<file path="config.mk">
export PLATFORM = sky130hd
export DESIGN_NAME = fetch_unit
export DESIGN_NICKNAME = d
export VERILOG_FILES = /design/src/rtl/cpu_pkg.sv /design/src/rtl/fetch_unit.sv
export SDC_FILE = /design/constraint.sdc
export NUM_CORES = 1
export LEC_CHECK = 0
export ABC_AREA = 1
export BUFFER_PORTS_ARGS = -buffer_cell sky130_fd_sc_hd__buf_2
export CORE_ASPECT_RATIO = 0.5
export CORE_MARGIN = 5
export CORE_UTILIZATION = 43
export CTS_BUF_LIST = sky130_fd_sc_hd__clkbuf_16
export DETAILED_ROUTE_END_ITERATION = 10
export PLACE_DENSITY = 0.72
export SYNTH_ARGS = -nofsm -noshare
export SYNTH_HDL_FRONTEND = slang
export SYNTH_SLANG_ARGS = --single-unit
</file>
<file path="constraint.sdc">
create_clock -name clk_50MHz -period 1.7 [get_ports clk_50MHz]
set_clock_uncertainty 0.1 [all_clocks]
set_input_delay 0.34 -clock clk_50MHz [delete_from_list [all_inputs] [get_ports clk_50MHz]]
set_output_delay 0.34 -clock clk_50MHz [all_outputs]
set_load 0.03 [all_outputs]
</file>
<file path="src/rtl/cpu_pkg.sv">
package cpu_pkg;

    // ********************************************************************
    // widths
    // ********************************************************************

    typedef logic [15:0] word_t;
    typedef logic [15:0] inst_t;
    typedef logic [15:0] pc_t;
    typedef logic [2:0]  reg_addr_t;

    localparam int APB_ADDR_W = 12;
    localparam logic [APB_ADDR_W-1:0] RUN_REG_ADDR = 12'h400;

    // ********************************************************************
    // instruction encodings
    // ********************************************************************

    // major opcode, inst[15:11]
    typedef enum logic [4:0] {
        OP_NOP   = 5'b00001,
        OP_B     = 5'b00010,
        OP_BEQZ  = 5'b00100,
        OP_ADDIU = 5'b01001,
        OP_LI    = 5'b01101,
        OP_RRR   = 5'b11100,
        OP_LOGIC = 5'b11101
    } opcode_e;

    // rrr function, inst[1:0]
    localparam logic [1:0] FUNC_ADDU = 2'b01;
    localparam logic [1:0] FUNC_SUBU = 2'b11;
    // logic function, inst[4:0]
    localparam logic [4:0] FUNC_AND  = 5'b01100;
    localparam logic [4:0] FUNC_OR   = 5'b01101;

    localparam inst_t NOP_INST = 16'h0800;

    typedef enum logic [2:0] {
        ALU_PASS_B = 3'd0,
        ALU_ADD    = 3'd1,
        ALU_SUB    = 3'd2,
        ALU_AND    = 3'd3,
        ALU_OR     = 3'd4
    } alu_op_e;

    // ********************************************************************
    // pipeline buses
    // ********************************************************************

    typedef struct packed {
        alu_op_e alu_op;
        logic    use_imm;
        logic    reg_write;
        logic    is_beqz;
        logic    is_b;
    } ex_ctrl_t;

    typedef struct packed {
        logic      valid;
        ex_ctrl_t  ctrl;
        reg_addr_t rx_addr;
        reg_addr_t ry_addr;
        reg_addr_t wb_addr;
        word_t     rx_data;
        word_t     ry_data;
        word_t     imm;
        pc_t       pc_next;
    } id_ex_t;

    typedef struct packed {
        logic      valid;
        reg_addr_t addr;
        word_t     data;
    } wb_trace_t;

endpackage

</file>
<file path="src/rtl/fetch_unit.sv">
`timescale 1ns/10ps

module fetch_unit #(
    parameter int IMEM_DEPTH = 256
) (
    input  logic           clk_50MHz,
    input  logic           rst,
    input  logic           run,
    input  cpu_pkg::inst_t inst,
    input  logic           redirect,
    input  cpu_pkg::pc_t   redirect_pc,
    output cpu_pkg::pc_t   pc,
    output cpu_pkg::inst_t if_inst,
    output cpu_pkg::pc_t   if_pc_next,
    output logic           if_valid
);

    import cpu_pkg::*;

    pc_t  pc_q;
    pc_t  pc_inc;
    logic run_q;
    logic run_rise;
    logic in_range;

    // first cycle of a run always starts at address 0
    assign run_rise = run && !run_q;
    assign pc       = run_rise ? '0 : pc_q;
    assign pc_inc   = pc + 16'd1;
    assign in_range = pc < pc_t'(IMEM_DEPTH);

    always_ff @(posedge clk_50MHz or negedge rst) begin
        if (!rst) begin
            pc_q     <= '0;
            run_q    <= 1'b0;
            if_valid <= 1'b0;
        end else begin
            run_q <= run;
            // pc holds while stopped
            if (run) begin
                pc_q <= redirect ? redirect_pc : pc_inc;
            end
            if_valid <= run && in_range && !redirect;
        end
    end

    // fetch/decode register, bubbles carry a nop
    always_ff @(posedge clk_50MHz) begin
        if_inst    <= (run && !redirect) ? inst : NOP_INST;
        if_pc_next <= pc_inc;
    end

endmodule

</file>
# After elaboration in Yosys (flattened, before gate mapping)
# Index checks and enable logic that the tools add are counted.
# totals
register_bits	50
elab_cells	15
# op_classes
addsub	1
n_lt_le_gt_ge	1
muxes	2
n_reduce_logical	6
# op_table
operator	count
16-bit two-way mux	2
16-bit by 1-bit adder with 16-bit output, second input constant	1
16-bit by 9-bit less-than comparator with 1-bit output, second input constant	1
1-bit logical AND	4
1-bit logical NOT	2

# Depth between registers and ports, before layout
# depth
depth_word	6
ltp_mapped	13

# Least setup slack after synthesis
# Ideal clock, no wire load.
# synth_timing
kind	in2reg
startpoint	input port run
endpoint	register pc_q[14]
setup_ns	0.117
t_arrival_ns	2.069
slack_ns	-0.585
cell_stages	12
n_path_buf	1
path_cell_list	nand2_2 > buf_8 > inv_4 > nor2_1 > ha_1 > nand4_1 > nor2_4 > nand3_1 > nand2_1 > nand3_1 > nand2_1 > nand2_1
# synth_via
elab_chain_cells	4
# synth_rtl
item	line_no	source
start: declaration	fetch_unit.sv:8	input logic run,
1-bit logical AND	fetch_unit.sv:27	assign run_rise = run && !run_q;
16-bit two-way mux	fetch_unit.sv:28	assign pc = run_rise ? '0 : pc_q;
named net pc[0]	fetch_unit.sv:12	output cpu_pkg::pc_t pc,
16-bit by 1-bit adder with 16-bit output	fetch_unit.sv:29	assign pc_inc = pc + 16'd1;
16-bit two-way mux	fetch_unit.sv:41	pc_q <= redirect ? redirect_pc : pc_inc;
end signal: assignment	fetch_unit.sv:41	
end: declaration	fetch_unit.sv:20	pc_t pc_q;
# The timed path passes the listed nets, and every way through them passes these cells.
# A chain may end at the register's enable or synchronous reset.

# Worst setup path after layout
# layout_timing
startpoint	register run_q
endpoint	register pc_q[12]
# layout_via
elab_chain_cells	5
# layout_rtl
item	line_no	source
start: declaration	fetch_unit.sv:22	logic run_q;
start signal: assignment	fetch_unit.sv:38	run_q <= run;
1-bit logical NOT	fetch_unit.sv:27	
1-bit logical AND	fetch_unit.sv:27	
16-bit two-way mux	fetch_unit.sv:28	
16-bit by 1-bit adder with 16-bit output	fetch_unit.sv:29	
16-bit two-way mux	fetch_unit.sv:41	
# No other way between the ends.

==> results.yml <==
status:
  status: "finished with violations"
  failed_checks: "negative setup slack"
power:
  ir_worst_vdd_mv: 0.502
  totalPowerFinal_uw: 3330
  pwr_density_cell_nw_per_um2: 999
  power.leakage_uw: 0.00178
routing:
  drt_wl_total_mm: 6.32
  drt_pass1_iterations: 4
  viasPerCell: 4.76
  post-route-drc-count: 0
  postRouteAntennaNets: 0
  detailedRoute.firstIterationViolations: 86
  routed_wire_per_std_cell_um: 13.2
  vias: 2279
clock_network:
  ctsRootBufferMaster: "sky130_fd_sc_hd__clkbuf_16"
  cts_tree: "done"
  clock_net_sink_count: 50
  ctsLongestPathBuffers: 2
  skew_pair_late_insertion_delay_ps: 290
  clkSlewWorstSetupHoldPaths_ps: 70
  cts-htree-levels: 2
  tritoncts_buffers: 5
global_routing:
  global_route.usage.total: 0.186
  grt_overflow: 0
  maximum_number_of_pins_on_one_net_before_global_route_repair: 22
  via_count_of_the_first_global_routing_pass: 2280
  grt_antenna_before_repair: 0
  wire_length_of_the_first_global_routing_pass_mm: 9.97
cells_and_area:
  antenna_cells: 0
  final_net_count: 445
  drive_gt1_frac: 0.433
  finish.cell_count_without_fillers: 479
  area_growth_syn_to_layout_pct: 53.7
worst_setup_path:
  worstSetupPathType: "reg2reg"
  critical_r2r_launch: "run_q$_DFF_PN0_"
  worst_ep_required_time_ps: 1780
  worstSetupStartpointType: "flip-flop"
  crit_path_max_fanout: 11
  reg2reg_depth: 12
  ff2ff_setup_slack_ps: -170
  reg2reg_to: "pc_q[12]$_DFFE_PN0P_"
  worstPathArrival_ps: 1950
  crit_path_end_kind: "flip-flop"
floorplan:
  fp.dieArea_um2: 6660
  die_ht_um: 60.3
  rows: 18
  die_width_um: 111
  starting_density: 0.442
  ios: 85
  core_area_um2: 4910
sta:
  setup-violations-final: 24
  rsz0062_at_grt: "yes"
  timing.max_slew.rel_slack: 0.692
  final.period_utilization: 1.10
  worst-slew-pin-transition_ps: 462
  worst_slack_ps: -169
  final_max_slew_viol_count: 0
  hold_viol: 0
  finalWorstPathRequiredPeriod_ps: 1870
  achievable_clock_frequency_mhz: 535
yosys:
  synth_warnings: 0
  synth.top_cell.area_share: 0.295
  async_flop_share: 0.360
  yosys.area.top_type: "sky130_fd_sc_hd__dfxtp_1"
  synth.top_cells.by_count: "sky130_fd_sc_hd__nand2_1, sky130_fd_sc_hd__nor2_1, sky130_fd_sc_hd__inv_1, sky130_fd_sc_hd__dfxtp_1, sky130_fd_sc_hd__nand3_1"
  synth_top_cells_by_area: "sky130_fd_sc_hd__dfxtp_1, sky130_fd_sc_hd__dfrtp_1, sky130_fd_sc_hd__nand2_1, sky130_fd_sc_hd__nor2_1, sky130_fd_sc_hd__inv_1"
  yosysSeqAreaShare: 0.502
  post_synth.cell_area_avg_um2: 7.57
  synth_enable_flop_cells: 0
  yosysMostFrequentCell: "sky130_fd_sc_hd__nand2_1"
  yosys_register_bits: 50
  postSynth.topFlopCell: "sky130_fd_sc_hd__dfxtp_1"
  synth_fp_nets: 324
  mappedNetlistArea_um2: 2170
  synth.distinct_cells: 30
  synthesis.instances: 287
placed_design:
  place_congestion: 0.819
  port_buffers: 84
  dp_hpwl_mm: 4.44
  post-place-cells: 459
worst_hold_path:
  timing.hold.worst_endpoint: "if_inst[11]$_SDFF_PN1_"
  hp_start: "inst[11]"
  min_delay_path_depth: 2
  hold_path.class: "in2reg"
flow_run:
  max-cap-violations: 0
[cell families (layout without fill, tap and decap cells)]
logic type | after synthesis | count (layout) | share of synthesized area
DFF | 50 | 50 | 0.502
xor gates and xnor gates | 3 | 3 | 0.0156
adders and majority gates | 1 | 1 | 0.00576
AOI/OAI and AO/OA | 24 | 24 | 0.0564
and+or+nand+nor | 156 | 156 | 0.320
buffers and inverters | 53 | 175 | 0.100
[stage by stage]
stage | hold slack [ps] | utilization | setup TNS, ps | cell area (um^2) | setup WS (ps)
after floorplan | -55.6 | - | -1620 | 2190 | -241
after global placement | 211 | 0.581 | -1090 | 2850 | -155
after detailed placement | 214 | 0.581 | -2110 | 2850 | -248
after CTS | 136 | 0.644 | -1110 | 3160 | -132
after global routing | 133 | 0.680 | -5100 | 3340 | -272
final | 138 | 0.680 | -2110 | 3340 | -169
[sequential cells by signal (all words and copies together), names as in the netlist]
register / count
if_pc_next: 16
if_inst: 16
pc_q: 16
if_valid: 1
run_q: 1
[worst max-delay path by stage]
stage / startpoint / endpoint / slack [ps] / cells past startpoint
final: run_q$_DFF_PN0_ / pc_q[12]$_DFFE_PN0P_ / -170 / 12
after global placement: run / pc_q[14]$_DFFE_PN0P_ / -160 / 12
after global routing: run_q$_DFF_PN0_ / pc_q[6]$_DFFE_PN0P_ / -270 / 11
after CTS: run_q$_DFF_PN0_ / pc_q[10]$_DFFE_PN0P_ / -130 / 12
after floorplan: run_q$_DFF_PN0_ / pc_q[14]$_DFFE_PN0P_ / -240 / 13
after detailed placement: run / pc_q[10]$_DFFE_PN0P_ / -250 / 12
[per-layer routing]
metal	part of all wire	vias up	track usage
li1	-	1124	-
met1	0.39	1058	0.209
met2	0.51	90	0.344
met3	0.091	7	0.0617
met4	0.0070	0	0.0579
met5	0	-	0
[layout by cell type, fill, tap and decap left out, types with 9 or more instances in the layout]
cell type	n
sky130_fd_sc_hd__buf_2	68
sky130_fd_sc_hd__buf_4	38
sky130_fd_sc_hd__buf_6	14
sky130_fd_sc_hd__dfrtp_1	18
sky130_fd_sc_hd__dfxtp_1	32
sky130_fd_sc_hd__inv_1	33
sky130_fd_sc_hd__inv_2	9
sky130_fd_sc_hd__nand2_1	53
sky130_fd_sc_hd__nand3_1	18
sky130_fd_sc_hd__nor2_1	42
sky130_fd_sc_hd__nor2_2	10
[power breakdown]
group	switching, uW	internal, uW	leakage (uW)
logic	581	386	0.00123
registers	85.5	1290	0.000483
clock network	441	546	0.0000714
[what timing repair did]
| action | in CTS | in global routing |
|---|---|---|
| endpoints found under the setup margin | 23 | 36 |
| endpoints found under the hold margin | 18 | 0 |
| setup buffers | 3 | 7 |
| hold buffers | 1 | 0 |
| resized for setup | 42 | 33 |
| cloned | 0 | 1 |
| pin swaps | 6 | 11 |
[final cells by class]
class,count,area (um^2)
Inverter,44,173
Fill cell,377,1570
Clock inverter,3,21.3
Clock buffer,5,125
Multi-Input combinational cell,184,1000
Timing Repair Buffer,123,838
Sequential cell,50,1090
Tap cell,70,87.6
[critical path, cell delays in order, from the launching register on]
cell                      delay [ps]
sky130_fd_sc_hd__dfrtp_1         340
sky130_fd_sc_hd__inv_2            40
sky130_fd_sc_hd__nand2_4          90
sky130_fd_sc_hd__buf_4           130
sky130_fd_sc_hd__buf_12          150
sky130_fd_sc_hd__nand4_1         250
sky130_fd_sc_hd__buf_4           230
sky130_fd_sc_hd__inv_4            60
sky130_fd_sc_hd__nand3_2          90
sky130_fd_sc_hd__nand2_2         100
sky130_fd_sc_hd__nand3_2          70
sky130_fd_sc_hd__nand2_1          60
sky130_fd_sc_hd__nand2_1          40
No activity file was read; power rests on OpenSTA's default activity.
