File: config.mk
export PLATFORM = sky130hd
export DESIGN_NAME = execute_unit
export DESIGN_NICKNAME = d
export VERILOG_FILES = /design/src/rtl/cpu_pkg.sv /design/src/rtl/execute_unit.sv
export SDC_FILE = /design/constraint.sdc
export NUM_CORES = 1
export LEC_CHECK = 0
export ABC_AREA = 1
export BUFFER_PORTS_ARGS = -buffer_cell sky130_fd_sc_hd__buf_4
export CAP_MARGIN = 20
export CORE_ASPECT_RATIO = 0.7
export CORE_UTILIZATION = 45
export CTS_CLUSTER_SIZE = 28
export DETAILED_ROUTE_END_ITERATION = 7
export PLACE_DENSITY = 0.84
export SLEW_MARGIN = 20
export SYNTH_ARGS = -nofsm -noshare
export SYNTH_HDL_FRONTEND = slang
export SYNTH_SLANG_ARGS = --single-unit
File: constraint.sdc
create_clock -name clk_50MHz -period 4.7 [get_ports clk_50MHz]
set_input_delay 0 -clock clk_50MHz [delete_from_list [all_inputs] [get_ports clk_50MHz]]
set_output_delay 0 -clock clk_50MHz [all_outputs]
set_load 0.01 [all_outputs]
File: src/rtl/cpu_pkg.sv
package cpu_pkg;

    // ********************************************************************
    // widths
    // ********************************************************************

    typedef logic [15:0] word_t;
    typedef logic [15:0] inst_t;
    typedef logic [15:0] pc_t;
    typedef logic [2:0]  reg_addr_t;

    localparam int APB_ADDR_W = 12;
    localparam logic [APB_ADDR_W-1:0] RUN_REG_ADDR = 12'h400;

    // ********************************************************************
    // instruction encodings
    // ********************************************************************

    // major opcode, inst[15:11]
    typedef enum logic [4:0] {
        OP_NOP   = 5'b00001,
        OP_B     = 5'b00010,
        OP_BEQZ  = 5'b00100,
        OP_ADDIU = 5'b01001,
        OP_LI    = 5'b01101,
        OP_RRR   = 5'b11100,
        OP_LOGIC = 5'b11101
    } opcode_e;

    // rrr function, inst[1:0]
    localparam logic [1:0] FUNC_ADDU = 2'b01;
    localparam logic [1:0] FUNC_SUBU = 2'b11;
    // logic function, inst[4:0]
    localparam logic [4:0] FUNC_AND  = 5'b01100;
    localparam logic [4:0] FUNC_OR   = 5'b01101;

    localparam inst_t NOP_INST = 16'h0800;

    typedef enum logic [2:0] {
        ALU_PASS_B = 3'd0,
        ALU_ADD    = 3'd1,
        ALU_SUB    = 3'd2,
        ALU_AND    = 3'd3,
        ALU_OR     = 3'd4
    } alu_op_e;

    // ********************************************************************
    // pipeline buses
    // ********************************************************************

    typedef struct packed {
        alu_op_e alu_op;
        logic    use_imm;
        logic    reg_write;
        logic    is_beqz;
        logic    is_b;
    } ex_ctrl_t;

    typedef struct packed {
        logic      valid;
        ex_ctrl_t  ctrl;
        reg_addr_t rx_addr;
        reg_addr_t ry_addr;
        reg_addr_t wb_addr;
        word_t     rx_data;
        word_t     ry_data;
        word_t     imm;
        pc_t       pc_next;
    } id_ex_t;

    typedef struct packed {
        logic      valid;
        reg_addr_t addr;
        word_t     data;
    } wb_trace_t;

endpackage

File: src/rtl/execute_unit.sv
`timescale 1ns/10ps

module execute_unit (
    input  logic               clk_50MHz,
    input  logic               rst,
    input  cpu_pkg::id_ex_t    id_ex,
    output logic               redirect,
    output cpu_pkg::pc_t       redirect_pc,
    output cpu_pkg::wb_trace_t wb
);

    import cpu_pkg::*;

    word_t op_a;
    word_t ry_val;
    word_t op_b;
    word_t alu_y;
    logic  rx_zero;
    logic  take_branch;

    // ********************************************************************
    // operands
    // ********************************************************************

    // bypass from the writeback register
    assign op_a   = (wb.valid && wb.addr == id_ex.rx_addr) ? wb.data : id_ex.rx_data;
    assign ry_val = (wb.valid && wb.addr == id_ex.ry_addr) ? wb.data : id_ex.ry_data;

    assign op_b = id_ex.ctrl.use_imm ? id_ex.imm : ry_val;

    // ********************************************************************
    // alu
    // ********************************************************************

    always_comb begin
        case (id_ex.ctrl.alu_op)
            ALU_PASS_B: alu_y = op_b;
            ALU_ADD:    alu_y = op_a + op_b;
            ALU_SUB:    alu_y = op_a - op_b;
            ALU_AND:    alu_y = op_a & op_b;
            ALU_OR:     alu_y = op_a | op_b;
            default:    alu_y = op_b;
        endcase
    end

    // ********************************************************************
    // branch
    // ********************************************************************

    assign rx_zero     = op_a == '0;
    assign take_branch = id_ex.ctrl.is_b || (id_ex.ctrl.is_beqz && rx_zero);

    // target is relative to the next pc
    assign redirect    = id_ex.valid && take_branch;
    assign redirect_pc = id_ex.pc_next + id_ex.imm;

    // execute/writeback register
    always_ff @(posedge clk_50MHz or negedge rst) begin
        if (!rst) begin
            wb <= '0;
        end else begin
            wb.valid <= id_ex.valid && id_ex.ctrl.reg_write;
            wb.addr  <= id_ex.wb_addr;
            wb.data  <= alu_y;
        end
    end

endmodule

Word level (Yosys, flattened, before mapping). Cells that the tools add are included. Widths: inputs -> output; s select.

Register bits after elaboration: 20. Input port bits: 83. Output and inout bits: 37. Word-level logic and storage cells: 25.

Add/subtract/negate cells: 3. Equal/unequal tests: 6. Mux-type cells: 4. Bitwise logic cells: 2. Reduce and logical (&&, ||, !) cells: 7.

Operators with widths (number): $pmux 16 s4 (1); $mux 16 (3); $add 16x16->16 (2); $and 16x16->16 (1); $logic_not 16->1 (1); $or 16x16->16 (1); $sub 16x16->16 (1); $eq 3x2->1 const B (2); $eq 3x3->1 (2); $logic_and 1x1->1 (5); $eq 3x1->1 const B (1); $eq 3x3->1 const B (1); $logic_or 1x1->1 (1).

Logic depth before layout (Yosys ltp).
Depth in word-level cells: 7. Mapped depth: 27. Depth with buffers taken out: 27.

Worst setup path before layout. OpenSTA, ideal clock, no wires.

Path type: register to register. From: register wb[18] in the netlist's numbering. To: register wb[9] in the netlist's numbering. Arrival: 3.182 ns. Data required time: 4.563 ns. Path slack: 1.381 ns. Stages on the path, launching flop included: 26. Path buffers: 0. Cell sequence: dfrtp_1 -> inv_1 -> nor2_1 -> nor2_4 -> nand2_4 -> nand2_1 -> nand2_1 -> nand2_1 -> nand2_1 -> inv_1 -> ha_1 -> inv_1 -> o21ai_0 -> inv_1 -> ha_1 -> nand2_1 -> o21ai_0 -> nand2_1 -> nand2_1 -> a21oi_1 -> o21ai_0 -> inv_1 -> nor2_1 -> o21ai_0 -> nand3b_1 -> o211ai_1.

Longest elaborated chain between the ends: 6.

Ends and longest elaborated chain: from (decl) (RTL line execute_unit.sv:9) `output cpu_pkg::wb_trace_t wb`; $eq 3x3->1 (RTL line execute_unit.sv:27) `assign ry_val = (wb.valid && wb.addr == id_ex.ry_addr) ? wb.data : id_ex.ry_data;`; $logic_and 1x1->1 (RTL line execute_unit.sv:27); $mux 16 (RTL line execute_unit.sv:27); $mux 16 (RTL line execute_unit.sv:29) `assign op_b = id_ex.ctrl.use_imm ? id_ex.imm : ry_val;`; $sub 16x16->16 (tied with other cells) (RTL line execute_unit.sv:39) `ALU_SUB: alu_y = op_a - op_b;`; $pmux 16 s4 (*) (RTL line execute_unit.sv:36) `case (id_ex.ctrl.alu_op)`; named net alu_y[9] (RTL line execute_unit.sv:17) `word_t alu_y;`.

Mark *: on every way through the listed nets, which the timed path passes. The rest lies on a longest branch.

Worst setup path in the final report. Ends and elaborated chain as after synthesis.

==> reports/qor.txt <==
Status: complete, no violations
Main synth FF type: sky130_fd_sc_hd__dfrtp_1
ANT nets after route: 0
Setup repair after global routing missed its margin: false
Worst EP required: 4.88 ns
Crit path capture type: flop
Worst path most repeated cell: sky130_fd_sc_hd__nand2_1
Number of endpoints failing setup at the final stage: 0
Register clock-pin slew on the reported worst setup and hold paths: 0.08 ns
Clock tree from TritonCTS: done
Largest vdd supply drop: 0.133 mV
Number of synthesized flops with an enable pin: 0
Via count of the first global-routing pass: 3977
Maximum number of pins on one net before global-route repair: 31
Critical R2R Capture: wb[9]
Number of warnings printed during yosys synthesis: 0
Post-Synthesis Net Count: 677
Post-CTS setup buffer count: 0
Worst relative slew slack: 41.6%
Combined area of the multi-input logic cells: 2600 um^2
Clock sinks: 20
Top library cells by usage in the layout, fill and taps aside: sky130_fd_sc_hd__nand2_1, sky130_fd_sc_hd__buf_4, sky130_fd_sc_hd__inv_1
Slew at the pin with the worst max-slew slack: 0.869 ns
Max stage delay on crit path: 0.49 ns
Routability cong.: 0.938
Most area-hungry cell type in the Yosys netlist: sky130_fd_sc_hd__dfrtp_1
Post-detailed-route DRC marker count: 0
Crit path arrival time: 4.41 ns
P per Cell Area: 214 nW/um^2
Post-synthesis instance total: 559
CTS-repair resized insts: 0
Worst clock skew: 0.00262 ns
R2r worst-path depth: 25
Antenna Cells: 0
Per-cell routed wire length: 14.6 um
Cells taking the most area after synthesis: sky130_fd_sc_hd__dfrtp_1, sky130_fd_sc_hd__nand2_1, sky130_fd_sc_hd__ha_1
Routed vias/inst: 5.50
Register with the highest flop count: wb
Number of buffers added on ports: 119
Max FFs per register: 20
TritonCTS buffer count: 3
Setup TNS: 0 ns
Number of register bits inferred by synthesis: 20
Area of the mapped netlist: 3470 um^2
Cell variety after synth: 41
Register-to-register path setup slack: 0.47 ns
Hold path start: id_ex[78]
Worst hold path depth: 4
Critical-path cell with the highest stage delay: sky130_fd_sc_hd__o21ai_0
Htree depth: 1
Worst hold path endpoint: wb[11]
Wire length reported by the detailed router: 11300 um
Core box area: 7380 um^2
Initial standard-cell utilization of the core: 47.0%
Number of slew-limit violations in the final report: 0
Worst hold-check path type: in -> reg
Die width: 107 um
Static Leak: 2.47 nW
Syn avg cell area: 6.21 um^2
Number of top-level pins: 120
Area share of the largest cell type after synthesis: 14.4%
Antenna violations before repair: 0
Max-cap violations: 0
Hold_ws: 0.136 ns
Crit path launch type: flop
Reg-to-reg startpoint: wb[18]
Maximum buffer depth of the clock tree: 2
Detail Placement HPWL: 9290 um
Growth of design area from synthesis to finish: 31.1%
Router iterations before antenna repair: 5
Max Freq: 237 MHz
Number of filler cells placed in the layout: 661
Share of layout cells above drive strength 1: 24.4%
Height of the die: 75.5 um
Commonest non-fill, non-tap cell in the layout: sky130_fd_sc_hd__nand2_1
Count of hold buffers inserted by post-cts repair: 6
Highest fanout seen on the critical path: 17
Crit path kind: reg -> reg
Clock root buffer master: sky130_fd_sc_hd__clkbuf_8
Initial detailed-routing violation count: 336
Sequential element share of the synthesized area: 14.4%
Total global routing overflow: 0
Die ar.: 8080 um^2
Top Registers: wb: 20 flops
Total number of nets in the final design: 795
Post-synthesis async set-or-reset flop share: 100%
Worst-skew pair later-pin latency: 0.27 ns
Combined global-route utilization of all metal layers: 28.9%
First-pass GRT wire length: 18400 um
Number of hold-slack violations in the final timing report: 0
Post-route clock period utilization: 89.9%
Minimum clock period: 4.23 ns
Total number of vias: 4255
Num rows: 26
Area occupied by registers: 500 um^2
-- worst max path at each step --
stage	depth (start not counted)	slack, ns	startpoint	to
floorplan	25	1.38	wb[18]	wb[9]
CTS	26	0.62	wb[16]	wb[9]
global placement	24	0.75	wb[18]	wb[9]
detailed placement	26	0.66	wb[16]	wb[9]
global route	26	0.12	wb[18]	wb[12]
finish	25	0.47	wb[18]	wb[9]
-- stage by stage --
step	power [W]	std cells	worst slack [ns]	util [%]	cell area [um^2]
CTS	0.000963	774	0.622	61.6	4550
global placement	0.000808	764	0.749	60.1	4440
finish	0.000974	774	0.474	61.6	4550
global route	0.00105	774	0.120	61.6	4550
detailed placement	0.000818	764	0.658	60.1	4440
floorplan	0.000584	559	1.38	-	3470
-- cell families (layout without fill, tap and decap cells) --
group	count (synthesis)	in the layout	synth area share, %
simple gates	253	253	33.7
compound gates	124	124	20.2
buf+inv	97	214	11.0
fa+ha+maj	35	35	13.0
xor+xnor	29	29	7.32
flops	20	20	14.4
mux	1	1	0.324
-- routing by layer --
| layer | share of wire [%] | vias up | global-route usage [%] |
|---|---|---|---|
| li1 | - | 2100 | - |
| met1 | 45 | 1917 | 38.0 |
| met2 | 44 | 222 | 52.0 |
| met3 | 9.3 | 16 | 3.93 |
| met4 | 1.2 | 0 | 5.02 |
| met5 | 0 | - | 0 |
-- synth_stat cells, types with 2 or more instances --
master	count
sky130_fd_sc_hd__nor2_1	21
sky130_fd_sc_hd__o21ai_1	3
sky130_fd_sc_hd__inv_1	79
sky130_fd_sc_hd__buf_2	7
sky130_fd_sc_hd__xnor2_1	7
sky130_fd_sc_hd__a21oi_1	40
sky130_fd_sc_hd__nor2_4	2
sky130_fd_sc_hd__nor3_1	10
sky130_fd_sc_hd__dfrtp_1	20
sky130_fd_sc_hd__ha_1	33
sky130_fd_sc_hd__nand2_2	10
sky130_fd_sc_hd__xor2_1	22
sky130_fd_sc_hd__a31oi_1	2
sky130_fd_sc_hd__o21ai_0	53
sky130_fd_sc_hd__fa_1	2
sky130_fd_sc_hd__o2111ai_1	2
sky130_fd_sc_hd__nand2_1	130
sky130_fd_sc_hd__or2_2	16
sky130_fd_sc_hd__o211ai_1	6
sky130_fd_sc_hd__clkbuf_1	5
sky130_fd_sc_hd__inv_2	4
sky130_fd_sc_hd__nand4_1	5
sky130_fd_sc_hd__nand3_2	2
sky130_fd_sc_hd__o31ai_1	4
sky130_fd_sc_hd__a21boi_0	2
sky130_fd_sc_hd__nand3_1	51
sky130_fd_sc_hd__o221ai_1	7
-- where the power goes --
part           leakage, nW  internal, W  switching (W)  total, W
Combinational         2.20     0.000265       0.000340  0.000605
Clock               0.0288    0.0000749      0.0000671  0.000142
Sequential           0.237     0.000198      0.0000282  0.000227
-- worst max-delay path: cells and delay by family, from the launching register on --
family          cells  cell delay, ns
fa+ha+maj           2            0.40
flops               1            0.42
simple gates       13            1.64
buf+inv             5            0.39
compound gates      5            1.26
-- final cells by class --
type                            instances  share of cell area, %
Sequential cell                        20                   11.0
Inverter                               84                   6.93
Clock buffer                            4                   1.21
Tap cell                               98                   2.69
Timing Repair Buffer                  126                   21.1
Multi-Input combinational cell        442                   57.1
(Power assumes the default switching activity.)
