===== config.mk =====
export PLATFORM = sky130hd
export DESIGN_NAME = apb_program_port
export DESIGN_NICKNAME = d
export VERILOG_FILES = /design/src/rtl/cpu_pkg.sv /design/src/rtl/apb_program_port.sv
export SDC_FILE = /design/constraint.sdc
export NUM_CORES = 2
export LEC_CHECK = 0
export BUFFER_PORTS_ARGS = -buffer_cell sky130_fd_sc_hd__buf_2
export CAP_MARGIN = 10
export CORE_ASPECT_RATIO = 1.2
export CORE_MARGIN = 1
export CORE_UTILIZATION = 42
export DETAILED_ROUTE_END_ITERATION = 8
export SYNTH_ARGS = -nofsm -noshare
export SYNTH_HDL_FRONTEND = slang
export SYNTH_SLANG_ARGS = --single-unit
export TNS_END_PERCENT = 100

===== constraint.sdc =====
create_clock -name clk_50MHz -period 3.1 [get_ports clk_50MHz]
set_input_delay 0.155 -clock clk_50MHz [delete_from_list [all_inputs] [get_ports clk_50MHz]]
set_output_delay 0.155 -clock clk_50MHz [all_outputs]
set_load 0.02 [all_outputs]

===== src/rtl/cpu_pkg.sv =====
package cpu_pkg;

    // ********************************************************************
    // widths
    // ********************************************************************

    typedef logic [15:0] word_t;
    typedef logic [15:0] inst_t;
    typedef logic [15:0] pc_t;
    typedef logic [2:0]  reg_addr_t;

    localparam int APB_ADDR_W = 12;
    localparam logic [APB_ADDR_W-1:0] RUN_REG_ADDR = 12'h400;

    // ********************************************************************
    // instruction encodings
    // ********************************************************************

    // major opcode, inst[15:11]
    typedef enum logic [4:0] {
        OP_NOP   = 5'b00001,
        OP_B     = 5'b00010,
        OP_BEQZ  = 5'b00100,
        OP_ADDIU = 5'b01001,
        OP_LI    = 5'b01101,
        OP_RRR   = 5'b11100,
        OP_LOGIC = 5'b11101
    } opcode_e;

    // rrr function, inst[1:0]
    localparam logic [1:0] FUNC_ADDU = 2'b01;
    localparam logic [1:0] FUNC_SUBU = 2'b11;
    // logic function, inst[4:0]
    localparam logic [4:0] FUNC_AND  = 5'b01100;
    localparam logic [4:0] FUNC_OR   = 5'b01101;

    localparam inst_t NOP_INST = 16'h0800;

    typedef enum logic [2:0] {
        ALU_PASS_B = 3'd0,
        ALU_ADD    = 3'd1,
        ALU_SUB    = 3'd2,
        ALU_AND    = 3'd3,
        ALU_OR     = 3'd4
    } alu_op_e;

    // ********************************************************************
    // pipeline buses
    // ********************************************************************

    typedef struct packed {
        alu_op_e alu_op;
        logic    use_imm;
        logic    reg_write;
        logic    is_beqz;
        logic    is_b;
    } ex_ctrl_t;

    typedef struct packed {
        logic      valid;
        ex_ctrl_t  ctrl;
        reg_addr_t rx_addr;
        reg_addr_t ry_addr;
        reg_addr_t wb_addr;
        word_t     rx_data;
        word_t     ry_data;
        word_t     imm;
        pc_t       pc_next;
    } id_ex_t;

    typedef struct packed {
        logic      valid;
        reg_addr_t addr;
        word_t     data;
    } wb_trace_t;

endpackage


===== src/rtl/apb_program_port.sv =====
`timescale 1ns/10ps

module apb_program_port #(
    parameter int IMEM_DEPTH = 256
) (
    input  logic                           clk_50MHz,
    input  logic                           rst,
    input  logic                           psel,
    input  logic                           penable,
    input  logic                           pwrite,
    input  logic [cpu_pkg::APB_ADDR_W-1:0] paddr,
    input  cpu_pkg::word_t                 pwdata,
    output cpu_pkg::word_t                 prdata,
    output logic                           pready,
    output logic                           pslverr,
    input  cpu_pkg::pc_t                   pc,
    output cpu_pkg::inst_t                 inst,
    output logic                           run
);

    import cpu_pkg::*;

    localparam int IDX_W = $clog2(IMEM_DEPTH);

    inst_t imem [IMEM_DEPTH];

    logic access;
    logic imem_hit;
    logic run_hit;
    logic imem_wr;
    logic run_wr;

    assign access   = psel && penable;
    assign imem_hit = paddr < IMEM_DEPTH;
    assign run_hit  = paddr == RUN_REG_ADDR;

    // program memory is locked while the core runs
    assign imem_wr = access && pwrite && imem_hit && !run;
    assign run_wr  = access && pwrite && run_hit;

    // zero wait states
    assign pready  = 1'b1;
    assign pslverr = access && (!(imem_hit || run_hit) || (imem_hit && pwrite && run));

    always_comb begin
        prdata = '0;
        if (imem_hit) begin
            prdata = imem[paddr[IDX_W-1:0]];
        end else if (run_hit) begin
            prdata = {15'd0, run};
        end
    end

    // instruction port, nop past the end of memory
    always_comb begin
        if (pc < IMEM_DEPTH) begin
            inst = imem[pc[IDX_W-1:0]];
        end else begin
            inst = NOP_INST;
        end
    end

    always_ff @(posedge clk_50MHz) begin
        if (imem_wr) begin
            imem[paddr[IDX_W-1:0]] <= pwdata;
        end
    end

    always_ff @(posedge clk_50MHz or negedge rst) begin
        if (!rst) begin
            run <= 1'b0;
        end else if (run_wr) begin
            run <= pwdata[0];
        end
    end

endmodule


### After elaboration in Yosys (flattened, before gate mapping)

Memories as Yosys holds them, arrays and structs flattened.
Cells that the tools add are included.

* register bits after elaboration: 1
* memory bits (writable): 4096
* input bits: 49
* output and inout port bits: 35
* logic and storage cells: 22
* memories kept: 1

* order comparisons: 2
* equality and inequality tests: 1
* mux-type cells: 5
* reductions and logical operators: 12

Memories
* imem: words 256, width 16, read ports 2, clocked after memory_dff 0, write ports 1, RTL line apb_program_port.sv:25 `inst_t imem [IMEM_DEPTH];`

Operators by type and width (count)
* $mux W16: 2
* $lt A16 B9 Y1 const B: 1
* $eq A12 B11 Y1 const B: 1
* $lt A12 B9 Y1 const B: 1
* $logic_and A1 B1 Y1: 8
* $mux W1: 3
* $logic_not A1 Y1: 2
* $logic_or A1 B1 Y1: 2

### Depth between registers and ports, before layout

* depth in word-level cells: 6
* depth in mapped cells: 13
* gate-level depth less buffers: 7

### Worst setup path after synthesis

Ideal clock, no wire load.

* kind: input -> register
* start point: input port paddr[1] (netlist bit)
* end point: memory imem[98][0] (netlist bit), enable pin
* library setup time: 0.388 ns
* arrival time: 2.731 ns
* data required time: 2.712 ns
* path slack: -0.020 ns
* cell stages on the path: 10
* buffers on the path: 7
* cell sequence: buf_2 -> buf_4 -> buf_2 -> buf_2 -> buf_2 -> buf_2 -> nor2b_1 -> nand2_1 -> buf_2 -> nor2_1

* cells in the longest elaborated chain, start to end: 5

RTL lines
* from (decl): RTL line apb_program_port.sv:11 `input logic [cpu_pkg::APB_ADDR_W-1:0] paddr,`
* $lt A12 B9 Y1: RTL line apb_program_port.sv:34 `assign imem_hit = paddr < IMEM_DEPTH;`
* $logic_and A1 B1 Y1 (2 in series): RTL line apb_program_port.sv:38 `assign imem_wr = access && pwrite && imem_hit && !run;`
* $mux W1: RTL line apb_program_port.sv:64 `if (imem_wr) begin`
* $mux W1 (implied by the code): RTL line apb_program_port.sv:65 `imem[paddr[IDX_W-1:0]] <= pwdata;`
* to (decl): RTL line apb_program_port.sv:25

Parallel ways exist; a longest one is shown, timed or not.

==> flow_metrics.py <==
metrics = {
    "finish": {
        "instances_no_fill": 17400,
        "drive_above_1_share": 0.493,
        "synthToLayoutAreaGrowth_pct": 23.4,
        "post-route-util": 0.521,
        "nets": 11000,
        "final_cell_area_mm2": 0.235,
    },
    "route": {
        "first_pass_iters": 6,
        "final_antenna_net_count": 0,
        "drc": 0,
        "vias": 120000,
        "drt-total-wl_mm": 846,
        "vias_per_cell": 6.91,
        "detail_route.wl_per_cell_um": 48.7,
        "drt_iter0_drc": 20500,
    },
    "global_routing": {
        "globalRouteMet1Util": 0.454,
        "grt_overflow": 0,
        "grt_pass1_wl_mm": 1110,
        "grt_pass1_vias": 118000,
        "grt_busiest_layer": "met2",
        "grt_max_degree": 109,
        "met3_usage": 0.101,
        "grt_use_total": 0.369,
        "antenna_found_initial": 63,
        "met2_usage": 0.555,
    },
    "cts": {
        "clk_pin_slew_ns": 0.06,
        "numCtsBuffers": 423,
        "clock-sinks": 4097,
        "clockBufferDepth": 4,
        "cts_tree": "done",
        "clk_latency_ns": 1.07,
        "cts_root_buf": "clkbuf_16",
        "cts_max_level": 5,
    },
    "yosys": {
        "syn_avg_cell_area_um2": 20.9,
        "ys_types": 77,
        "synth_fp_nets": 9180,
        "yosysWarnings": 0,
        "synthesis.area_mm2": 0.190,
        "ys.flop_type": "edfxtp_1",
        "postSynthCellCount": 9131,
        "ys_seq_area_frac": 0.646,
        "synth_seq_cells": 4097,
        "synth_edf_count": 4096,
        "async_reset_ff_frac": 0.000244,
    },
    "die": {
        "die_w_um": 617,
        "start_util": 0.422,
        "dieArea_mm2": 0.456,
        "rows": 270,
        "die_h_um": 740,
        "core_mm2": 0.451,
        "boundaryPins": 84,
    },
    "status": {
        "violations": "setup timing",
        "outcome": "finished, violations left",
    },
    "critical_path": {
        "path_cells": "mux4_2 -> mux4_2 -> a22oi_2 -> buf_6 -> nand4_1 -> buf_6 -> nand2_4 -> nor3_4 -> buf_6",
        "startpoint_type": "flop",
        "cpMostUsedCell": "buf_6",
        "end_kind": "primary output",
        "worstReg2RegEnd": "imem[135][6]",
        "worstSetupEndpoint": "inst[1]",
        "r2r_cells": 5,
        "worstSetupPathType": "flop to primary output",
        "cp_slowest_cell": "mux4_2",
        "reg2reg_from": "run",
        "critPathMaxStageDelay_ns": 0.60,
        "worstPathArrival_ns": 4.14,
        "critPathRequiredTime_ns": 2.94,
        "cp-startpoint": "imem[175][1]",
        "rrSetupSlack_ns": 0.56,
        "path_max_fanout": 2,
    },
    "placement": {
        "io_buffers": 82,
        "post_dp_cell_area_mm2": 0.219,
        "hpwlAfterDp_mm": 611,
        "dp.cells": 16500,
        "gp_congestion": 1.09,
    },
    "power_and_ir_drop": {
        "leakage_uw": 0.0758,
        "power_frac_comb": 0.108,
        "swShare": 0.246,
        "switchingPower_uw": 31500,
        "pwr-share-seq": 0.477,
        "intPower_uw": 96400,
        "power.density_mw_per_mm2": 544,
        "max-vdd-ir-drop_mv": 0.535,
        "p_clk_frac": 0.415,
    },
    "timing": {
        "slew_viol_final": 0,
        "max_freq_ghz": 0.233,
        "relSlewSlack": 0.139,
        "post-route-period-util": 1.39,
        "finClkSkew_ns": 0.0642,
        "fin_crit_ns": 4.30,
        "tightest_slew_ns": 1.29,
        "setup_ws_ns": -1.20,
        "rsz0062_at_grt": "yes",
        "hold_viol_final": 0,
        "finalSetupViolations": 32,
    },
    "flow_run": {
        "maxCapViolCount": 0,
    },
    "worst_hold_path": {
        "hold_class": "input pin to flop",
    },
}
[cell usage in the layout (no fill, tap or decap), types with 19 or more instances in the layout]
cell           Yosys  layout
mux2_2            39      36
nor2b_1           28      19
a31oi_1           37      29
a211oi_1          33      22
o21ai_0           99      73
buf_4            124    1441
clkbuf_1         235      74
bufinv_16          0      56
nor2_2             1     260
a22oi_1          110      86
clkinvlp_4         0      23
mux4_2          2257    2257
diode_2            0      33
nand3_1           95      79
nor2_1           354      80
clkinv_1           2      98
a221oi_1          67      50
a32oi_1           39      35
nor3_1            49      39
clkinv_2           0      73
nand2_1          342     318
buf_6             48      57
o22ai_1           55      44
buf_12             0     599
edfxtp_1        4096    4096
o211ai_1          22      22
dlygate4sd3_1      0      23
clkbuf_16          0     429
buf_2            268      22
a21oi_1          116      96
mux2i_1          271     257
a22oi_2            0      24
[cell usage after synthesis (6+ instances only)]
master,count,share of area
o21ai_0,99,0.0026
or3_1,7,0.00023
clkbuf_1,235,0.0046
nand2_1,342,0.0067
a22oi_1,110,0.0043
nand2b_1,16,0.00053
o211ai_1,22,0.00087
nor2_1,354,0.0070
inv_1,8,0.00016
a31oi_1,37,0.0012
o22ai_1,55,0.0018
nand3_1,95,0.0025
buf_2,268,0.0070
a221oi_1,67,0.0031
o32ai_1,14,0.00064
a211oi_1,33,0.0013
o221ai_1,14,0.00064
and3_1,14,0.00046
o2111ai_1,6,0.00028
or2_2,8,0.00026
a41oi_1,6,0.00028
buf_1,63,0.0012
buf_6,48,0.0028
mux2_2,39,0.0023
and2_1,16,0.00053
nor3_1,49,0.0013
a32o_1,11,0.00058
edfxtp_1,4096,0.65
a2111oi_0,17,0.00078
nand4_1,18,0.00059
a311oi_1,7,0.00032
a32oi_1,39,0.0018
o31ai_1,9,0.00035
nor2b_1,28,0.00092
a22o_1,18,0.00083
mux4_2,2257,0.27
mux2i_1,271,0.014
nor4_1,16,0.00053
a21oi_1,116,0.0030
buf_4,124,0.0049
and4_1,11,0.00051
[area by class of cell]
| cell class | count | area, um2 |
|---|---|---|
| fillers | 35300 | 216000 |
| flip-flops and latches | 4097 | 123000 |
| multi-input cells | 4283 | 66200 |
| repair buffers | 2167 | 24200 |
| clock buffers | 501 | 11000 |
| well taps | 5984 | 7490 |
| clock inverters | 280 | 3160 |
| diodes | 33 | 82.6 |
| inverters | 12 | 60.1 |
[registers in the layout (all words and copies together) (netlist names)]
| register | flops |
|---|---|
| imem | 4096 |
| run | 1 |
[power by group through the flow]
stage | logic, uW | registers (uW) | clock network [uW]
global route | 13800 | 60900 | 55100
detailed placement | 13100 | 62100 | 0
floorplan | 5510 | 62100 | 0
global placement | 13000 | 62100 | 0
finish | 13800 | 60900 | 53100
CTS | 13400 | 60900 | 53300
[cells by family (layout without fill, tap and decap cells)]
group,count (synthesis),after routing,share of synthesized area
mux,2567,2567,0.283
other cells,1,34,0.0000197
simple gates,1004,1004,0.0235
compound gates,711,711,0.0262
flops,4097,4097,0.646
buf+inv,751,2960,0.0210
[worst min path at each step]
stage / start / end / slack, ns / cells past startpoint
2_1_floorplan: rst / run / -0.14 / 0
3_3_place_gp: rst / run / -0.07 / 1
3_5_place_dp: rst / run / -0.07 / 1
4_1_cts: psel / imem[23][6] / 0.003 / 7
5_1_grt: penable / imem[23][6] / 0.06 / 7
6_report: psel / imem[23][6] / 0.07 / 7
[worst max-delay path: cells and delay by family (launching register included)]
family	cells	cell delay, ns
buffers and inverters	3	0.73
AND/OR/NAND/NOR	3	0.64
multiplexers	2	1.09
AO/OA/AOI/OAI	1	0.21
flip-flops	1	0.38
[metrics by stage]
step	hold slack [ns]	setup slack [ns]	setup TNS [ns]	total power (uW)
3_5_place_dp	-0.0665	-1.61	-34.70	75200
3_3_place_gp	-0.0699	-1.68	-33.05	75100
6_report	0.0653	-1.20	-25.96	128000
2_1_floorplan	-0.141	-0.0197	-4.53	67600
4_1_cts	0.00322	-1.21	-26.69	128000
5_1_grt	0.0629	-1.14	-26.17	130000
[metal layers]
metal,up-vias,part of all wire
li1,44000,-
met1,64900,0.34
met2,8983,0.45
met3,1968,0.12
met4,14,0.096
met5,-,0.00018
[what timing repair did]
action                                 in CTS  in global routing
hold buffers                               23                  0
endpoints found under the hold margin    1673                  0
setup endpoints to repair                  32                 32
buffers inserted                           11                  8
pin swaps                                  89                 75
gates resized for setup                   342                118
(Power assumes the default switching activity.)
