$ cat src/rtl/cpu_pkg.sv
package cpu_pkg;

    // ********************************************************************
    // widths
    // ********************************************************************

    typedef logic [15:0] word_t;
    typedef logic [15:0] inst_t;
    typedef logic [15:0] pc_t;
    typedef logic [2:0]  reg_addr_t;

    localparam int APB_ADDR_W = 12;
    localparam logic [APB_ADDR_W-1:0] RUN_REG_ADDR = 12'h400;

    // ********************************************************************
    // instruction encodings
    // ********************************************************************

    // major opcode, inst[15:11]
    typedef enum logic [4:0] {
        OP_NOP   = 5'b00001,
        OP_B     = 5'b00010,
        OP_BEQZ  = 5'b00100,
        OP_ADDIU = 5'b01001,
        OP_LI    = 5'b01101,
        OP_RRR   = 5'b11100,
        OP_LOGIC = 5'b11101
    } opcode_e;

    // rrr function, inst[1:0]
    localparam logic [1:0] FUNC_ADDU = 2'b01;
    localparam logic [1:0] FUNC_SUBU = 2'b11;
    // logic function, inst[4:0]
    localparam logic [4:0] FUNC_AND  = 5'b01100;
    localparam logic [4:0] FUNC_OR   = 5'b01101;

    localparam inst_t NOP_INST = 16'h0800;

    typedef enum logic [2:0] {
        ALU_PASS_B = 3'd0,
        ALU_ADD    = 3'd1,
        ALU_SUB    = 3'd2,
        ALU_AND    = 3'd3,
        ALU_OR     = 3'd4
    } alu_op_e;

    // ********************************************************************
    // pipeline buses
    // ********************************************************************

    typedef struct packed {
        alu_op_e alu_op;
        logic    use_imm;
        logic    reg_write;
        logic    is_beqz;
        logic    is_b;
    } ex_ctrl_t;

    typedef struct packed {
        logic      valid;
        ex_ctrl_t  ctrl;
        reg_addr_t rx_addr;
        reg_addr_t ry_addr;
        reg_addr_t wb_addr;
        word_t     rx_data;
        word_t     ry_data;
        word_t     imm;
        pc_t       pc_next;
    } id_ex_t;

    typedef struct packed {
        logic      valid;
        reg_addr_t addr;
        word_t     data;
    } wb_trace_t;

endpackage

$ cat src/rtl/register_file.sv
`timescale 1ns/10ps

module register_file (
    input  logic               clk_50MHz,
    input  logic               rst,
    input  cpu_pkg::reg_addr_t rx_addr,
    input  cpu_pkg::reg_addr_t ry_addr,
    output cpu_pkg::word_t     rx_data,
    output cpu_pkg::word_t     ry_data,
    input  cpu_pkg::wb_trace_t wb
);

    import cpu_pkg::*;

    word_t regs [8];

    always_ff @(posedge clk_50MHz or negedge rst) begin
        if (!rst) begin
            for (int i = 0; i < 8; i++) begin
                regs[i] <= '0;
            end
        end else if (wb.valid) begin
            regs[wb.addr] <= wb.data;
        end
    end

    // same-cycle write passes straight through
    assign rx_data = (wb.valid && wb.addr == rx_addr) ? wb.data : regs[rx_addr];
    assign ry_data = (wb.valid && wb.addr == ry_addr) ? wb.data : regs[ry_addr];

endmodule

$ cat src/rtl/decoder.sv
`timescale 1ns/10ps

module decoder (
    input  logic               clk_50MHz,
    input  logic               rst,
    input  cpu_pkg::inst_t     if_inst,
    input  cpu_pkg::pc_t       if_pc_next,
    input  logic               if_valid,
    input  logic               redirect,
    input  cpu_pkg::wb_trace_t wb,
    output cpu_pkg::id_ex_t    id_ex
);

    import cpu_pkg::*;

    opcode_e   opcode;
    reg_addr_t rx_addr;
    reg_addr_t ry_addr;
    reg_addr_t rz_addr;
    word_t     rx_data;
    word_t     ry_data;
    ex_ctrl_t  ctrl;
    reg_addr_t wb_addr;
    word_t     imm;

    assign opcode  = opcode_e'(if_inst[15:11]);
    assign rx_addr = if_inst[10:8];
    assign ry_addr = if_inst[7:5];
    assign rz_addr = if_inst[4:2];

    register_file u_register_file (
        .clk_50MHz (clk_50MHz),
        .rst       (rst),
        .rx_addr   (rx_addr),
        .ry_addr   (ry_addr),
        .rx_data   (rx_data),
        .ry_data   (ry_data),
        .wb        (wb)
    );

    always_comb begin
        ctrl.alu_op    = ALU_PASS_B;
        ctrl.use_imm   = 1'b0;
        ctrl.reg_write = 1'b0;
        ctrl.is_beqz   = 1'b0;
        ctrl.is_b      = 1'b0;
        wb_addr        = rx_addr;
        imm            = '0;
        case (opcode)
            OP_LI: begin
                ctrl.use_imm   = 1'b1;
                ctrl.reg_write = 1'b1;
                imm            = {8'h00, if_inst[7:0]};
            end
            OP_ADDIU: begin
                ctrl.alu_op    = ALU_ADD;
                ctrl.use_imm   = 1'b1;
                ctrl.reg_write = 1'b1;
                imm            = {{8{if_inst[7]}}, if_inst[7:0]};
            end
            OP_RRR: begin
                wb_addr        = rz_addr;
                ctrl.alu_op    = (if_inst[1:0] == FUNC_SUBU) ? ALU_SUB : ALU_ADD;
                ctrl.reg_write = (if_inst[1:0] == FUNC_ADDU) || (if_inst[1:0] == FUNC_SUBU);
            end
            OP_LOGIC: begin
                ctrl.alu_op    = (if_inst[4:0] == FUNC_OR) ? ALU_OR : ALU_AND;
                ctrl.reg_write = (if_inst[4:0] == FUNC_AND) || (if_inst[4:0] == FUNC_OR);
            end
            OP_BEQZ: begin
                ctrl.is_beqz = 1'b1;
                imm          = {{8{if_inst[7]}}, if_inst[7:0]};
            end
            OP_B: begin
                ctrl.is_b = 1'b1;
                imm       = {{5{if_inst[10]}}, if_inst[10:0]};
            end
            // nop and unknown opcodes do nothing
            default: begin
            end
        endcase
    end

    // decode/execute register
    always_ff @(posedge clk_50MHz or negedge rst) begin
        if (!rst) begin
            id_ex <= '0;
        end else begin
            id_ex.valid   <= if_valid && !redirect;
            id_ex.ctrl    <= ctrl;
            id_ex.rx_addr <= rx_addr;
            id_ex.ry_addr <= ry_addr;
            id_ex.wb_addr <= wb_addr;
            id_ex.rx_data <= rx_data;
            id_ex.ry_data <= ry_data;
            id_ex.imm     <= imm;
            id_ex.pc_next <= if_pc_next;
        end
    end

endmodule

$ cat config.mk
export PLATFORM = sky130hd
export DESIGN_NAME = decoder
export DESIGN_NICKNAME = d
export VERILOG_FILES = /design/src/rtl/cpu_pkg.sv /design/src/rtl/register_file.sv /design/src/rtl/decoder.sv
export SDC_FILE = /design/constraint.sdc
export NUM_CORES = 1
export LEC_CHECK = 0
export ABC_AREA = 1
export BUFFER_PORTS_ARGS = -buffer_cell sky130_fd_sc_hd__buf_2
export CAP_MARGIN = 20
export CORE_ASPECT_RATIO = 1.1
export CORE_MARGIN = 5
export CORE_UTILIZATION = 51
export DETAILED_ROUTE_END_ITERATION = 10
export GPL_TIMING_DRIVEN = 0
export PLACE_DENSITY = 0.72
export SYNTH_ARGS = -nofsm -noshare
export SYNTH_HDL_FRONTEND = slang
export SYNTH_SLANG_ARGS = --single-unit
$ cat constraint.sdc
create_clock -name clk_50MHz -period 1.9 [get_ports clk_50MHz]
set_clock_uncertainty 0.2 [all_clocks]
set_input_delay 0.57 -clock clk_50MHz [delete_from_list [all_inputs] [get_ports clk_50MHz]]
set_output_delay 0.57 -clock clk_50MHz [all_outputs]
set_load 0.05 [all_outputs]
* Word-level counts from Yosys, hierarchy flattened *
Index checks and enable logic that the tools add are counted.

storage, ports and cells
  output and inout bits = 81
  bits of input ports = 56
  logic and storage cells = 69
  bits in registers = 209

operators by class
  equality and inequality tests = 12
  multiplexer cells = 20
  reductions and logical operators = 9
  order comparisons = 4
  bitwise logic cells = 3

operators by type and width
  cell                                                         number
  bitwise mux 128 bit                                          1
  2-to-1 mux 16 bit                                            7
  binary-select mux 16 bit (select 3 bit)                      2
  demux 16 bit (select 3 bit)                                  1
  one-hot mux 16 bit (3 select lines)                          1
  equality test 5 x 4 -> 1 bit (second input constant)         4
  greater-or-equal comparator 4 bit (second input constant)    3
  NOT 3 -> 4 bit                                               3
  equality test 5 bit (second input constant)                  2
  one-hot mux 3 bit (3 select lines)                           1
  equality test 3 bit                                          2
  2-to-1 mux 3 bit                                             2
  equality test 5 x 2 -> 1 bit (second input constant)         1
  equality test 5 x 3 -> 1 bit (second input constant)         1
  logical AND 1 bit                                            4
  less-than comparator 4 x 1 -> 1 bit (second input constant)  1
  OR reduction 2 bit                                           2
  2-to-1 mux 1 bit                                             3
  one-hot mux 1 bit (3 select lines)                           1
  equality test 2 x 1 -> 1 bit (second input constant)         1
  equality test 2 bit (second input constant)                  1
  logical OR 1 bit                                             2
  2-to-1 mux 2 bit                                             1
  zero test 1 bit                                              1

* Logic depth before layout (Yosys ltp) *
Gate-level depths: netlist of the first run.

  depth after elaboration = 6
  depth in mapped cells = 10
  depth with buffers taken out = 8

* By module *
Synthesis of the first run repeated with hierarchy kept, for this count alone.

unflattened totals
  cells, all modules = 1349
  area total of the unflattened synthesis = 10099.7 sq um

modules (own cells, without submodules)
  module         times used  cells each  seq. area each (sq um)  area an instance (sq um)
  register_file  1           1196        3203.1                  7832.5
  decoder        1           153         1901.8                  2267.2

* Least setup slack after synthesis of the first run *
No wires, ideal clock.

  kind = register -> output
  start point = register, netlist name id_ex[30]
  end point = output id_ex[27] (netlist bit)
  buffers on the path = 1
  path slack = 0.171 ns
  cell stages (with the launch flop) = 2
  required time = 1.130 ns
  data arrival time = 0.959 ns
  cell sequence = dfrtp_1 > buf_4

RTL lines
  what       RTL line       source
  to (decl)  decoder.sv:11  output cpu_pkg::id_ex_t id_ex

==> impl_metrics.json, run 1 <==
{
  "fmax_mhz": 500.2,
  "drc": 0,
  "async_flop_share_pct": 100.0,
  "synth-edff-count": 0,
  "num_io_pins": 137,
  "gp_congestion": 0.9206,
  "critPathRequiredTime_ns": 1.13,
  "path_class": "flip-flop to primary output",
  "reg2reg_depth": 6,
  "r2r_setup_slack_ns": 0.62,
  "grt_pass1_vias": 9094,
  "crit_path_end_kind": "primary output",
  "fin_nets": 1578,
  "use_met2_pct": 42.53,
  "p_leak_nw": 6.560,
  "cts_root_buffer": "clkbuf_16",
  "r2r_end": "id_ex[43]",
  "seq_area_frac_synth_pct": 51.04,
  "placed_area_mm2": 0.01103,
  "fin_ws_ns": -0.09921,
  "cp-start-kind": "flip-flop",
  "routedWlPerCell_um": 16.85,
  "setup_viol": 6,
  "status": "finished, violations left",
  "initialDrtViolationCount": 1108,
  "hold_viol_final": 0,
  "p_per_area_mw_per_mm2": 1037,
  "postSynthCellCount": 1341,
  "cp_max_fo": 6,
  "hold_path.startpoint": "redirect",
  "vias_per_cell": 5.285,
  "tritoncts": "yes",
  "hold_class": "input port to flip-flop",
  "fp.dieW_um": 143.5,
  "dieArea_mm2": 0.02251,
  "ant_nets": 0,
  "drt-pass1-iter-count": 6,
  "cts_buffers": 21,
  "layout-drive-gt1-share_pct": 15.89,
  "syn_nets": 1397,
  "finalCritPeriodShare_pct": 105.2,
  "vias": 9423,
  "min_to": "id_ex[80]",
  "grt-busiest-layer": "met2",
  "postSynthAreaPerCell_um2": 7.458,
  "postCtsSetupBuffers": 0,
  "ys_ff_latch": 204,
  "start_util_pct": 52.00,
  "clk_pin_slew_worst_paths_ns": 0.06,
  "clockBufferDepth": 3,
  "yosysUniqueCellTypes": 21,
  "ir_drop_mv": 0.6762,
  "hold_ws_ns": 0.009190,
  "rsz0062_at_grt": "yes",
  "synth_flop_cell": "dfrtp_1",
  "clock_latency_ns": 0.51,
  "grt_use_total_pct": 26.69,
  "syn_to_final_growth_pct": 20.14,
  "portBuffers": 136,
  "r2r_start": "u_register_file.regs[107]",
  "antenna_found_initial": 0,
  "relSlewSlack_pct": 51.21,
  "dp_hpwl_um": 22630,
  "overflow": 0,
  "grtUsageMet3_pct": 3.698,
  "numClockSinks": 204,
  "slew_viol_final": 0,
  "core_area_mm2": 0.01923,
  "tightest_slew_ns": 0.7319,
  "placementRows": 53,
  "synthesis.area_mm2": 0.01000,
  "final_area_mm2": 0.01202,
  "max_cap_viol_count": 0,
  "use_met1_pct": 37.45,
  "ys_warn_count": 0,
  "critical_path_arrival_ns": 1.23,
  "grt_max_degree": 126,
  "grt_pass1_wl_um": 47730,
  "htreeDepth": 1,
  "min_path_cells": 2,
  "period_minus_slack_ns": 1.999,
  "n_antenna_cell": 0,
  "drt_wl_total_um": 30040,
  "violations": "setup timing",
  "die_h_um": 156.9
}
[cell families (layout without fill, tap and decap cells)]
kind of cell	after synthesis	count (layout)	share of synthesized area [%]
buffers and inverters	253	448	10.66
and+or+nand+nor	753	753	31.74
AOI/OAI and AO/OA	131	131	6.556
DFF	204	204	51.04
[worst max-delay path, cell delays in order, from the launching register on]
cell and delay, ns:
dfrtp_2 0.44, buf_4 0.14, buf_6 0.14
[cell type report]
type	count	area [um2]
fill	1702	7216
sequential	204	5106
multi-input combinational	884	3830
timing repair buffer	158	1003
inverter	172	658.1
clock buffer	24	546.8
buffer	81	411.6
tap	247	309.0
clock inverter	13	150.1
[layout by cell type, fill, tap and decap left out, drive strengths merged]
cell / count
clkinvlp: 1
nand2: 502
nor3: 5
inv: 173
clkinv: 8
dfrtp: 204
clkbuf: 57
dlygate4sd3: 20
buf: 186
nand3: 230
nand4: 2
nor2: 14
bufinv: 3
o21ai: 131
[cell usage after synthesis (3+ instances only)]
cell type | n | share of area [%]
dfrtp_1 | 204 | 51
buf_4 | 8 | 0.60
nor2_2 | 5 | 0.31
inv_1 | 164 | 6.2
inv_2 | 5 | 0.19
o21ai_0 | 129 | 6.5
nand2_1 | 500 | 19
buf_2 | 41 | 2.1
nor2_1 | 9 | 0.34
buf_1 | 5 | 0.19
nand3_1 | 230 | 12
buf_6 | 3 | 0.34
clkbuf_1 | 24 | 0.90
[timing repair]
action,in CTS,in global routing
setup endpoints to repair,7,140
endpoints found under the hold margin,98,0
hold buffers,20,0
resized for setup,11,13
pin swaps,0,0
gates cloned,0,1
[registers in the layout, indices dropped and copies added (netlist names)]
name / flops
u_register_file.regs: 128
id_ex: 76
[how the worst max path moves through the flow]
stage,from,endpoint,slack [ns],depth (start not counted)
after floorplan,id_ex[30],id_ex[27],0.17,1
after CTS,id_ex[30],id_ex[31],-0.11,2
after detailed placement,if_inst[6],id_ex[38],-0.33,8
after global routing,id_ex[30],id_ex[29],-0.13,2
final,id_ex[30],id_ex[31],-0.1,2
after global placement,rst,id_ex[79],-3.21,1
[report_power, final]
| group | internal (mW) | switching (mW) | leakage [nW] |
|---|---|---|---|
| registers | 5.01 | 0.308 | 2.53 |
| logic | 0.854 | 2.08 | 3.68 |
| clock network | 2.48 | 1.72 | 0.347 |
[metal layers]
layer	vias to the layer above	share of wire (%)	wire, um
met3	91	8.8	2638
met4	0	3.6	1083
met5	-	0	0
li1	4552	-	-
met2	446	46	13870
met1	4334	41	12450
[through the flow]
stage               setup WS (ns)  power (mW)  std cells  utilization, %  setup TNS, ns
floorplan                  0.1707       7.329       1341               -              0
global placement           -3.205       8.090       1724           57.15        -656.39
CTS                       -0.1129       12.44       1782           62.19        -0.6685
global route              -0.1275       13.10       1783           62.48        -0.7072
finish                   -0.09921       12.46       1783           62.48        -0.5330
detailed placement        -0.3269       8.206       1725           57.35         -9.987
No activity file was read; power rests on OpenSTA's default activity.
==> inputs of run 2 (changes only) <==
- ABC_AREA: 1 -> default
==> run 2 against run 1 <==
The run ends with hold timing, setup timing left. Global-route usage fell by 4.0 points. Utilization rose by 0.58 points. Final cell count fell by 41%. Setup slack improved by 0.0052 ns. Register-to-register slack got worse by 0.22 ns. Area after synthesis fell by 5.6%. Via count fell by 35%. Sequential share of layout area rose by 1.8 points. Critical path depth did not move. Die area fell by 5.2%. Flip-flop and latch count did not move. Critical endpoint is now id_ex[29]. Largest cell class unchanged.
==> impl_metrics.json, run 2 <==
{
  "status": "finished, violations left",
  "violations": "hold timing, setup timing",
  "wl_met1_um": 9254,
  "path_depth": 2,
  "ys_ff_latch": 204,
  "relSlewSlack_pct": 52.90,
  "cp-start-kind": "flip-flop",
  "htreeDepth": 1,
  "synthesis.area_mm2": 0.009442,
  "largest_reg_flops": 128,
  "ys_warn_count": 0,
  "top_register": "u_register_file.regs",
  "core_area_mm2": 0.01828,
  "synth-edff-count": 0,
  "final_cell_count_no_fill": 1052,
  "crit_path_end_kind": "primary output",
  "synthXorXnorAreaFrac_pct": 0.5566,
  "fin_ws_ns": -0.09398,
  "p_leak_nw": 5.230,
  "drt-pass1-iter-count": 5,
  "period_minus_slack_ns": 1.994,
  "routedWlPerCell_um": 22.90,
  "p_per_area_mw_per_mm2": 1158,
  "num_io_pins": 137,
  "clockBufferDepth": 3,
  "cts_root_buffer": "clkbuf_16",
  "max_cap_viol_count": 0,
  "gp_congestion": 0.8320,
  "mostFrequentLayoutCell": "dfrtp_1",
  "postCtsSetupBuffers": 0,
  "syn_nets": 685,
  "setup-tns-final_ns": -0.5094,
  "n_antenna_cell": 0,
  "fp.dieW_um": 139.7,
  "critPathRequiredTime_ns": 1.13,
  "synthAdderAreaFrac_pct": 0,
  "r2r_setup_slack_ns": 0.40,
  "vias": 6120,
  "r2r_start": "u_register_file.regs[118]",
  "final_area_mm2": 0.01153,
  "reg2reg_depth": 3,
  "r2r_end": "id_ex[38]",
  "ir_drop_mv": 0.5763,
  "critical-path-top-delay-family": "flip-flops",
  "die_h_um": 152.7,
  "hold_ws_ns": -0.1529,
  "cp_max_fo": 6,
  "async_flop_share_pct": 100.0,
  "synthTopCellsByArea": "dfrtp_1 (54%), mux2_2 (16%), mux4_2 (15%), buf_4 (2.5%), mux2i_1 (1.8%)",
  "cp_cell_sequence": "buf_4, buf_6",
  "drt_wl_total_um": 24090,
  "synth_common_cells": "dfrtp_1 (204), mux2_2 (132), mux4_2 (64)",
  "ant_nets": 0,
  "syn_to_final_growth_pct": 22.10,
  "overflow": 0,
  "crit_path_max_incr_delay_ns": 0.43,
  "clock_latency_ns": 0.51,
  "hold_viol_final": 84,
  "grt_pass1_wl_um": 37760,
  "synth_compound_area_share_pct": 2.346,
  "rsz0062_at_grt": "yes",
  "synth_top_family_by_area": "multiplexers",
  "critical_path_arrival_ns": 1.22,
  "numClockSinks": 204,
  "dieArea_mm2": 0.02134,
  "tightest_slew_ns": 0.7066,
  "yosys.area.top_type": "dfrtp_1",
  "seq_area_frac_synth_pct": 54.07,
  "postSynthCellCount": 629,
  "mostFrequentLayoutCells": "dfrtp_1 (203), buf_2 (118), mux2_2 (113)",
  "initialDrtViolationCount": 404,
  "finalCritPeriodShare_pct": 104.9,
  "yosys-mux-area-fraction_pct": 32.81,
  "power.total_mw": 13.35,
  "portBuffers": 116,
  "dp_hpwl_um": 15240,
  "grt_use_total_pct": 22.65,
  "routed.top_layer": "met4",
  "slowest_stage": "dfrtp_2",
  "dpl.cell_count": 989,
  "synth_flop_cell": "dfrtp_1",
  "cts_hold_buf": 23,
  "synth_top_area_share_pct": 54.07,
  "yosysUniqueCellTypes": 34,
  "dpl_worst_slack_ns": -0.6644,
  "hold_class": "input port to async pin",
  "path_buf_inv": 2,
  "cts_buffers": 22,
  "layout-drive-gt1-share_pct": 52.16,
  "synth_most_common_cell": "dfrtp_1",
  "wl_met2_um": 12140,
  "placed_area_mm2": 0.01048,
  "wl_met3_um": 1817,
  "fin_util_pct": 63.06,
  "vias_per_cell": 5.817,
  "reg_top3": "u_register_file.regs (128), id_ex (76)",
  "antenna_found_initial": 0,
  "start_util_pct": 51.64,
  "drc": 0,
  "tritoncts": "yes",
  "grt_max_degree": 121,
  "postSynthAreaPerCell_um2": 15.01,
  "clk_pin_slew_worst_paths_ns": 0.06,
  "setup_viol": 6,
  "yosys.area_share.simple_pct": 5.619,
  "fin_nets": 849,
  "grt_pass1_vias": 6727,
  "placementRows": 52,
  "slew_viol_final": 0,
  "fmax_mhz": 501.5,
  "path_class": "flip-flop to primary output"
}
-- run 2: cell types whose count changed in the layout (fill, tap and decap cells not counted), sizes merged, moves of 18 or more --
cell,previous run,this run
nand2,502,35
nand3,230,2
inv,173,7
mux2,0,132
o21ai,131,5
mux4,0,64
nor2,14,35
buf,186,166
a21oi,0,18
clkbuf,57,39
-- run 2: area by class of cell --
| cell class | instances | area (um2) |
|---|---|---|
| fill | 1323 | 6754 |
| sequential | 204 | 5106 |
| multi-input combinational | 358 | 3980 |
| timing repair buffer | 140 | 907.1 |
| clock buffer | 28 | 624.3 |
| buffer | 60 | 451.7 |
| tap | 243 | 304.0 |
| clock inverter | 12 | 128.9 |
| inverter | 7 | 26.28 |
-- run 2: logic make-up (layout without fill, tap and decap cells) --
logic type / Yosys count / in the layout
buffers and inverters: 67 / 247
flip-flops: 204 / 204
AND/OR/NAND/NOR: 99 / 99
XOR/XNOR: 6 / 6
AO/OA/AOI/OAI: 40 / 40
multiplexers: 213 / 213
-- run 2: metal layers --
metal,vias to the layer above,track usage (%)
li1,2629,-
met2,277,38.51
met1,3140,28.36
met4,0,9.045
met5,-,0
met3,74,4.865
-- run 2: where the power goes --
part	internal, mW	switching (mW)	leakage (nW)
Clock	2.61	1.78	0.358
Sequential	5.18	0.520	2.47
Combinational	1.51	1.75	2.40
-- run 2: worst max-delay path by stage --
stage                     slack, ns                       end        from
after floorplan               -0.11  u_register_file.regs[53]      wb[16]
after global placement        -3.06                 id_ex[80]         rst
after detailed placement      -0.66                 id_ex[48]  if_inst[9]
after CTS                     -0.11                 id_ex[28]   id_ex[30]
after global routing          -0.14                 id_ex[31]   id_ex[30]
final                         -0.09                 id_ex[29]   id_ex[30]
-- run 2: what timing repair did --
action                                  4_1_cts  5_1_grt
gates cloned                                  0        0
pin swaps                                     0        0
endpoints found under the hold margin       107       84
gates resized for setup                      15       15
endpoints found under the setup margin       32       20
